File: config.mk
export PLATFORM = sky130hd
export DESIGN_NAME = TrigEfficiencyTop
export DESIGN_NICKNAME = d
export VERILOG_FILES = /design/src/rtl/TrigTestPkg.sv /design/src/rtl/TrigEfficiencyTop.sv /design/src/rtl/TrigEfficiencyTest.sv /design/src/rtl/SCurveSingleInput.sv /design/src/rtl/TrigTestConfig.sv
export SDC_FILE = /design/constraint.sdc
export NUM_CORES = 1
export LEC_CHECK = 0
export BUFFER_PORTS_ARGS = -buffer_cell sky130_fd_sc_hd__buf_2
export CELL_PAD_IN_SITES_DETAIL_PLACEMENT = 1
export CELL_PAD_IN_SITES_GLOBAL_PLACEMENT = 1
export CORE_MARGIN = 8
export CORE_UTILIZATION = 55
export CTS_CLUSTER_SIZE = 40
export DETAILED_ROUTE_END_ITERATION = 10
export GPL_ROUTABILITY_DRIVEN = 0
export PLACE_DENSITY = 0.87
export SYNTH_ARGS = -nofsm -noshare
export SYNTH_HDL_FRONTEND = slang
export SYNTH_SLANG_ARGS = --single-unit
export TNS_END_PERCENT = 5
File: constraint.sdc
create_clock -name Clk -period 11.1 [get_ports Clk]
set_input_delay 1.11 -clock Clk [delete_from_list [all_inputs] [get_ports Clk]]
set_output_delay 1.11 -clock Clk [all_outputs]
set_load 0.03 [all_outputs]
File: src/rtl/TrigTestPkg.sv
package TrigTestPkg;

    ////////////////////
    // Widths

    localparam int CountWidth = 16;
    localparam int DelayWidth = 4;
    localparam int WordWidth = 16;
    localparam int CfgAddrWidth = 2;

    typedef logic [CountWidth-1:0]   countT;
    typedef logic [DelayWidth-1:0]   delayT;
    typedef logic [WordWidth-1:0]    wordT;
    typedef logic [CfgAddrWidth-1:0] cfgAddrT;

    ////////////////////
    // Register map

    localparam cfgAddrT CfgAddrCptMax = 2'd0;
    localparam cfgAddrT CfgAddrDelay = 2'd1;
    localparam cfgAddrT CfgAddrControl = 2'd2;

    ////////////////////
    // Frame layout

    localparam wordT FrameHeader = 16'h4343;
    localparam int NumChannels = 3;
    // Pulse and trigger count per channel
    localparam int FrameWords = 2 * NumChannels;
    localparam int WordCountWidth = $clog2(FrameWords + 1);

    ////////////////////
    // State machines

    typedef enum logic [2:0] {
        TsIdle, TsHeader, TsLaunch, TsMeasure, TsCapture, TsEmit, TsEmitStrobe, TsFinished
    } testStateT;

    typedef enum logic [1:0] {
        ScIdle, ScArmed, ScWindow, ScDone
    } scurveStateT;

endpackage
File: src/rtl/TrigEfficiencyTop.sv
`timescale 1ns/1ps

module TrigEfficiencyTop
    import TrigTestPkg::*;
(
    input  logic    Clk,
    input  logic    reset_n,
    input  logic    CfgWrite,
    input  cfgAddrT CfgAddr,
    input  wordT    CfgWriteData,
    input  logic    ExtPulse,
    input  logic    TriggerB0,
    input  logic    TriggerB1,
    input  logic    TriggerB2,
    input  logic    DataTransmitDone,
    output wordT    FrameData,
    output logic    FrameDataEn,
    output logic    TestDone
);

    countT cptMax;
    delayT triggerDelay;
    logic  start;

    // Software visible registers
    TrigTestConfig TrigTestConfig_inst (
        .Clk          (Clk),
        .reset_n      (reset_n),
        .CfgWrite     (CfgWrite),
        .CfgAddr      (CfgAddr),
        .CfgWriteData (CfgWriteData),
        .TestDone     (TestDone),
        .CptMax       (cptMax),
        .TriggerDelay (triggerDelay),
        .Start        (start)
    );

    // Sequencer with the three channel counters
    TrigEfficiencyTest TrigEfficiencyTest_inst (
        .Clk              (Clk),
        .reset_n          (reset_n),
        .Start            (start),
        .CptMax           (cptMax),
        .TriggerDelay     (triggerDelay),
        .ExtPulse         (ExtPulse),
        .TriggerB0        (TriggerB0),
        .TriggerB1        (TriggerB1),
        .TriggerB2        (TriggerB2),
        .DataTransmitDone (DataTransmitDone),
        .FrameData        (FrameData),
        .FrameDataEn      (FrameDataEn),
        .TestDone         (TestDone)
    );

endmodule

File: src/rtl/TrigEfficiencyTest.sv
`timescale 1ns/1ps

module TrigEfficiencyTest
    import TrigTestPkg::*;
(
    input  logic  Clk,
    input  logic  reset_n,
    input  logic  Start,
    input  countT CptMax,
    input  delayT TriggerDelay,
    input  logic  ExtPulse,
    input  logic  TriggerB0,
    input  logic  TriggerB1,
    input  logic  TriggerB2,
    input  logic  DataTransmitDone,
    output wordT  FrameData,
    output logic  FrameDataEn,
    output logic  TestDone
);

    logic [NumChannels-1:0]          trigBVec;
    countT                           pulseCount [NumChannels];
    countT                           triggerCount [NumChannels];
    logic [NumChannels-1:0]          countDone;
    logic                            allDone;
    logic                            channelClear;
    logic                            measure;
    testStateT                       state;
    logic [WordCountWidth-1:0]       wordCount;
    logic [FrameWords*WordWidth-1:0] countsFlat;
    logic [FrameWords*WordWidth-1:0] frameShift;

    assign trigBVec = {TriggerB2, TriggerB1, TriggerB0};
    assign allDone  = &countDone;

    ////////////////////
    // Channel counters

    for (genvar ch = 0; ch < NumChannels; ch++) begin : gChannel
        SCurveSingleInput SCurveSingleInput_inst (
            .Clk          (Clk),
            .reset_n      (reset_n),
            .ChannelClear (channelClear),
            .Measure      (measure),
            .ExtPulse     (ExtPulse),
            .TriggerB     (trigBVec[ch]),
            .CptMax       (CptMax),
            .TriggerDelay (TriggerDelay),
            .PulseCount   (pulseCount[ch]),
            .TriggerCount (triggerCount[ch]),
            .CountDone    (countDone[ch])
        );
    end

    // Channel 0 pulse count lands in the top word
    always_comb begin
        for (int ch = 0; ch < NumChannels; ch++) begin
            countsFlat[(FrameWords-1-2*ch)*WordWidth +: WordWidth] = pulseCount[ch];
            countsFlat[(FrameWords-2-2*ch)*WordWidth +: WordWidth] = triggerCount[ch];
        end
    end

    ////////////////////
    // Run sequencer

    always_ff @(posedge Clk or negedge reset_n) begin
        if (!reset_n) begin
            state        <= TsIdle;
            FrameDataEn  <= 1'b0;
            TestDone     <= 1'b0;
            channelClear <= 1'b0;
            measure      <= 1'b0;
            wordCount    <= '0;
        end else begin
            // Strobes last one cycle
            FrameDataEn  <= 1'b0;
            channelClear <= 1'b0;

            case (state)
                TsIdle: begin
                    TestDone  <= 1'b0;
                    wordCount <= '0;
                    if (Start) begin
                        channelClear <= 1'b1;
                        state        <= TsHeader;
                    end
                end
                TsHeader: begin
                    FrameDataEn <= 1'b1;
                    state       <= TsLaunch;
                end
                TsLaunch: begin
                    measure <= 1'b1;
                    state   <= TsMeasure;
                end
                TsMeasure: begin
                    if (allDone) begin
                        measure <= 1'b0;
                        state   <= TsCapture;
                    end
                end
                TsCapture: begin
                    state <= TsEmit;
                end
                TsEmit: begin
                    if (wordCount < WordCountWidth'(FrameWords)) begin
                        wordCount <= wordCount + 1'b1;
                        state     <= TsEmitStrobe;
                    end else begin
                        TestDone <= 1'b1;
                        state    <= TsFinished;
                    end
                end
                TsEmitStrobe: begin
                    FrameDataEn <= 1'b1;
                    state       <= TsEmit;
                end
                TsFinished: begin
                    // Hold until the link has taken the frame
                    if (DataTransmitDone) begin
                        TestDone <= 1'b0;
                        state    <= TsIdle;
                    end
                end
                default: begin
                    state <= TsIdle;
                end
            endcase
        end
    end

    ////////////////////
    // Frame data path

    always_ff @(posedge Clk) begin
        case (state)
            TsIdle: begin
                FrameData <= FrameHeader;
            end
            TsCapture: begin
                frameShift <= countsFlat;
            end
            TsEmit: begin
                FrameData <= frameShift[FrameWords*WordWidth-1 -: WordWidth];
            end
            TsEmitStrobe: begin
                frameShift <= frameShift << WordWidth;
            end
            default: begin
            end
        endcase
    end

    ////////////////////
    // Checks

    // The link relies on a gap after every word
    strobeGap: assert property (
        @(posedge Clk) disable iff (!reset_n)
        FrameDataEn |=> !FrameDataEn
    ) else $error("FrameDataEn high on consecutive cycles");

endmodule

File: src/rtl/SCurveSingleInput.sv
`timescale 1ns/1ps

module SCurveSingleInput
    import TrigTestPkg::*;
(
    input  logic  Clk,
    input  logic  reset_n,
    input  logic  ChannelClear,
    input  logic  Measure,
    input  logic  ExtPulse,
    input  logic  TriggerB,
    input  countT CptMax,
    input  delayT TriggerDelay,
    output countT PulseCount,
    output countT TriggerCount,
    output logic  CountDone
);

    logic [1:0]  pulseSync;
    logic [1:0]  trigSync;
    logic        pulseDly;
    logic        pulseRise;
    logic        trigLow;
    scurveStateT state;
    delayT       windowCnt;
    logic        hit;

    ////////////////////
    // Input synchronizers

    always_ff @(posedge Clk or negedge reset_n) begin
        if (!reset_n) begin
            pulseSync <= 2'b00;
            // Trigger lines idle high
            trigSync  <= 2'b11;
            pulseDly  <= 1'b0;
        end else begin
            pulseSync <= {pulseSync[0], ExtPulse};
            trigSync  <= {trigSync[0], TriggerB};
            pulseDly  <= pulseSync[1];
        end
    end

    assign pulseRise = pulseSync[1] & ~pulseDly;
    assign trigLow   = ~trigSync[1];

    ////////////////////
    // Window FSM and counters

    always_ff @(posedge Clk or negedge reset_n) begin
        if (!reset_n) begin
            state        <= ScIdle;
            PulseCount   <= '0;
            TriggerCount <= '0;
            windowCnt    <= '0;
            hit          <= 1'b0;
        end else if (ChannelClear) begin
            state        <= ScIdle;
            PulseCount   <= '0;
            TriggerCount <= '0;
            windowCnt    <= '0;
            hit          <= 1'b0;
        end else if (!Measure) begin
            // Counts are kept for the sequencer to capture
            state <= ScIdle;
        end else begin
            case (state)
                ScIdle: begin
                    state <= ScArmed;
                end
                ScArmed: begin
                    if (PulseCount >= CptMax) begin
                        state <= ScDone;
                    end else if (pulseRise) begin
                        PulseCount <= PulseCount + 1'b1;
                        windowCnt  <= TriggerDelay;
                        hit        <= 1'b0;
                        state      <= ScWindow;
                    end
                end
                ScWindow: begin
                    // One trigger count per pulse at most
                    if (trigLow && !hit) begin
                        TriggerCount <= TriggerCount + 1'b1;
                        hit          <= 1'b1;
                    end
                    if (windowCnt == '0) begin
                        state <= ScArmed;
                    end else begin
                        windowCnt <= windowCnt - 1'b1;
                    end
                end
                ScDone: begin
                    state <= ScDone;
                end
                default: begin
                    state <= ScIdle;
                end
            endcase
        end
    end

    assign CountDone = (state == ScDone);

    ////////////////////
    // Checks

    pulseWithinMax: assert property (
        @(posedge Clk) disable iff (!reset_n)
        Measure |-> PulseCount <= CptMax
    ) else $error("PulseCount above CptMax");

    triggerWithinPulse: assert property (
        @(posedge Clk) disable iff (!reset_n)
        TriggerCount <= PulseCount
    ) else $error("TriggerCount above PulseCount");

endmodule

File: src/rtl/TrigTestConfig.sv
`timescale 1ns/1ps

module TrigTestConfig
    import TrigTestPkg::*;
(
    input  logic    Clk,
    input  logic    reset_n,
    input  logic    CfgWrite,
    input  cfgAddrT CfgAddr,
    input  wordT    CfgWriteData,
    input  logic    TestDone,
    output countT   CptMax,
    output delayT   TriggerDelay,
    output logic    Start
);

    logic testDoneDly;
    logic testDoneRise;

    // End of run seen from the sequencer
    assign testDoneRise = TestDone & ~testDoneDly;

    always_ff @(posedge Clk or negedge reset_n) begin
        if (!reset_n) begin
            CptMax       <= '0;
            TriggerDelay <= '0;
            Start        <= 1'b0;
            testDoneDly  <= 1'b0;
        end else begin
            testDoneDly <= TestDone;

            if (CfgWrite) begin
                case (CfgAddr)
                    CfgAddrCptMax: begin
                        CptMax <= countT'(CfgWriteData);
                    end
                    CfgAddrDelay: begin
                        TriggerDelay <= CfgWriteData[DelayWidth-1:0];
                    end
                    CfgAddrControl: begin
                        Start <= CfgWriteData[0];
                    end
                    default: begin
                    end
                endcase
            end

            // Self clear wins over a write in the same cycle
            if (testDoneRise) begin
                Start <= 1'b0;
            end
        end
    end

    ////////////////////
    // Checks

    // A finished run must not be relaunched by a stale start bit
    startClearedAfterDone: assert property (
        @(posedge Clk) disable iff (!reset_n)
        $rose(TestDone) |=> !Start
    ) else $error("Start still set after TestDone rose");

endmodule

==> results.sh <==
export IMPL_cts_root_buf="clkbuf_16"
export IMPL_yosys_warn_count=0
export IMPL_total_of_buffers_placed_on_input_and_output_ports=43
export IMPL_cts_root_to_sink_buffers=3
export IMPL_final_design_area_no_fill_um2=15100
export IMPL_report_power_total_uw=2220
export IMPL_post_cts_setup_buffers=0
export IMPL_timing_fmax_mhz=272
export IMPL_pwr_density_cell_nw_per_um2=147
export IMPL_critPathMaxFanout=30
export IMPL_most_common_layout_cells="dfrtp_1 (151), edfxtp_1 (112), nor2_1 (87), mux2_2 (85), nand2_1 (82)"
export IMPL_aggregate_negative_setup_slack_ns=0
export IMPL_critPathRequiredTime_ns=11.56
export IMPL_insertion_delay_to_the_later_sink_of_the_worst_skew_pair_ns=0.56
export IMPL_layout_area_seq_um2=7330
export IMPL_drt_drc_violations_left=0
export IMPL_post_cts_resize_count=0
export IMPL_commonest_non_fill_non_tap_cell_in_the_layout="dfrtp_1"
export IMPL_grt_remaining_overflow=0
export IMPL_timing_hold_violations_final=0
export IMPL_drt_antenna_violating_nets=0
export IMPL_cp_data_arrival_time_ns=4.13
export IMPL_finClkSkew_ns=0.0189
export IMPL_slew_headroom=0.198
export IMPL_synthesis_nets=1284
export IMPL_hpwlAfterDp_um=24300
export IMPL_synthCells=1188
export IMPL_fp_coreArea_um2=24200
export IMPL_cp_start_kind="flop"
export IMPL_ws_path_type="flop to flop"
export IMPL_maxCapViolations=0
export IMPL_dominantRegCellSynth="dfrtp_1"
export IMPL_postRouteWirelength_um=37100
export IMPL_viasPerCell=6.17
export IMPL_die_height_um=173
export IMPL_grt_start_max_net_pins=94
export IMPL_start_util=0.558
export IMPL_number_of_buffers_inserted_for_hold_repair_after_clock_tree_synthesis=0
export IMPL_synth_enable_flop_cells=112
export IMPL_num_rows=57
export IMPL_reg2regPathDepth=7
export IMPL_worst_slew_pin_slew_ns=1.20
export IMPL_antenna_cells_inserted=0
export IMPL_drt_wirelength_per_cell_um=23.6
export IMPL_dr_pass1_iters=5
export IMPL_filler_cell_count=2464
export IMPL_postSynth_asyncResetShare=0.585
export IMPL_netlist_cell_type_count=78
export IMPL_floorplan_die_area_um2=29900
export IMPL_grt_first_pass_wirelength_um=59700
export IMPL_cts_reportedPaths_clkPinSlew_ns=0.07
export IMPL_p_leak_uw=0.00630
export IMPL_floorplan_io_pins=44
export IMPL_share_of_cells_above_drive_strength_1=0.169
export IMPL_cts_num_sinks=270
export IMPL_hold_path_depth=0
export IMPL_grt_antenna_before_repair=0
export IMPL_synth_ff_latch_count=270
export IMPL_total_track_usage=0.246
export IMPL_placed_area_um2=14000
export IMPL_die_width_um=173
export IMPL_grt_pass1_vias=10629
export IMPL_numCtsBuffers=30
export IMPL_drt_iter0_markers=626
export IMPL_synth_sequential_area_ratio=0.542
export IMPL_drv_slew=0
export IMPL_outcome="completed"
export IMPL_timing_final_crit_period_ns=3.67
export IMPL_finalSetupViolCount=0
export IMPL_multi_input_comb_area_um2=5830
export IMPL_grt_setup_unrepaired="false"
export IMPL_area_growth_pct=11.7
export IMPL_final_period_utilization=0.331
export IMPL_tritoncts="done"
export IMPL_worst_ir_drop_vdd_mv=0.115
export IMPL_worstSetupEndpointType="flop"
export IMPL_number_of_h_tree_levels=1
export IMPL_layout_nets=1318
export IMPL_worst_r2r_setup_slack_ns=7.43
export IMPL_min_path_type="flop to flop"
export IMPL_detailroute_via_count=9682
export IMPL_finish_utilization=0.623
export IMPL_synth_cell_area_um2=13500
export IMPL_postSynthAreaPerCell_um2=11.4
cells in the mapped netlist (all sizes together), types with 6 or more instances:
| cell | instances | share of area |
|---|---|---|
| nand4 | 26 | 0.013 |
| and2 | 25 | 0.012 |
| o31ai | 12 | 0.0067 |
| nand2b | 14 | 0.0070 |
| or4 | 9 | 0.0050 |
| nor2b | 12 | 0.0056 |
| or3 | 28 | 0.013 |
| nor3 | 18 | 0.0070 |
| buf | 9 | 0.0040 |
| edfxtp | 112 | 0.25 |
| clkbuf | 42 | 0.012 |
| and4 | 8 | 0.0052 |
| dfrtp | 152 | 0.28 |
| nand3 | 35 | 0.013 |
| nor2 | 87 | 0.024 |
| mux2i | 8 | 0.0059 |
| and3 | 28 | 0.013 |
| nor4 | 10 | 0.0046 |
| dfstp | 6 | 0.012 |
| inv | 46 | 0.013 |
| o21ai | 58 | 0.021 |
| xor2 | 37 | 0.024 |
| nand2 | 82 | 0.023 |
| mux2 | 86 | 0.072 |
| xnor2 | 22 | 0.014 |
| ha | 70 | 0.065 |
| a21oi | 63 | 0.023 |
cell families (layout without fill, tap and decap cells):
| kind of cell | count (synthesis) | count (layout) | share of synthesized area |
|---|---|---|---|
| mux | 94 | 94 | 0.0776 |
| compound gates | 194 | 194 | 0.0921 |
| fa+ha+maj | 70 | 70 | 0.0648 |
| buf+inv | 99 | 157 | 0.0290 |
| flops | 270 | 270 | 0.542 |
| xor+xnor | 59 | 59 | 0.0382 |
| simple gates | 402 | 402 | 0.157 |
through the flow:
step | cells | setup slack [ns] | hold WS (ns)
finish | 1570 | 7.43 | 0.354
global route | 1570 | 7.24 | 0.362
CTS | 1570 | 7.45 | 0.356
detailed placement | 1514 | 7.56 | 0.342
global placement | 1514 | 7.75 | 0.341
floorplan | 1188 | 3.79 | 0.331
worst max-delay path: stages, from the launching register on:
cell and delay (ns):
dfrtp_1 0.42, ha_1 0.34, a21o_1 0.17, a21o_1 0.17, a211oi_1 0.47, nand4b_1 0.99, or4_1 0.81, a21oi_1 0.20
final cells by class:
type                    count  area share
flip-flops and latches    270       0.485
multi-input cells         819       0.386
clock buffers              40      0.0577
well taps                 324      0.0269
repair buffers             53      0.0196
clock inverters            16      0.0120
inverters                  48      0.0119
power breakdown:
part	total, uW	internal (uW)	switching (uW)	leakage (uW)
clock	1050	641	410	0.000520
sequential	1060	1050	9.47	0.00293
combinational	111	37.4	73.2	0.00285
worst max-delay path by stage:
stage / from / end / slack (ns)
6_report: flop / flop / 7.43
3_5_place_dp: TrigTestConfig_inst.CptMax[13] / flop / 7.56
3_3_place_gp: flop / flop / 7.75
5_1_grt: flop / flop / 7.24
4_1_cts: TrigTestConfig_inst.CptMax[13] / flop / 7.45
2_1_floorplan: TrigEfficiencyTest_inst.state[2] / TrigEfficiencyTest_inst.FrameData[0] / 3.79
layer usage:
| metal | vias up | track usage | part of all wire |
|---|---|---|---|
| met5 | - | 0 | 0 |
| met4 | 0 | 0.0787 | 0.030 |
| met3 | 82 | 0.0314 | 0.041 |
| met2 | 237 | 0.437 | 0.51 |
| met1 | 4972 | 0.309 | 0.42 |
| li1 | 4391 | - | - |
No activity file was read; power rests on OpenSTA's default activity.
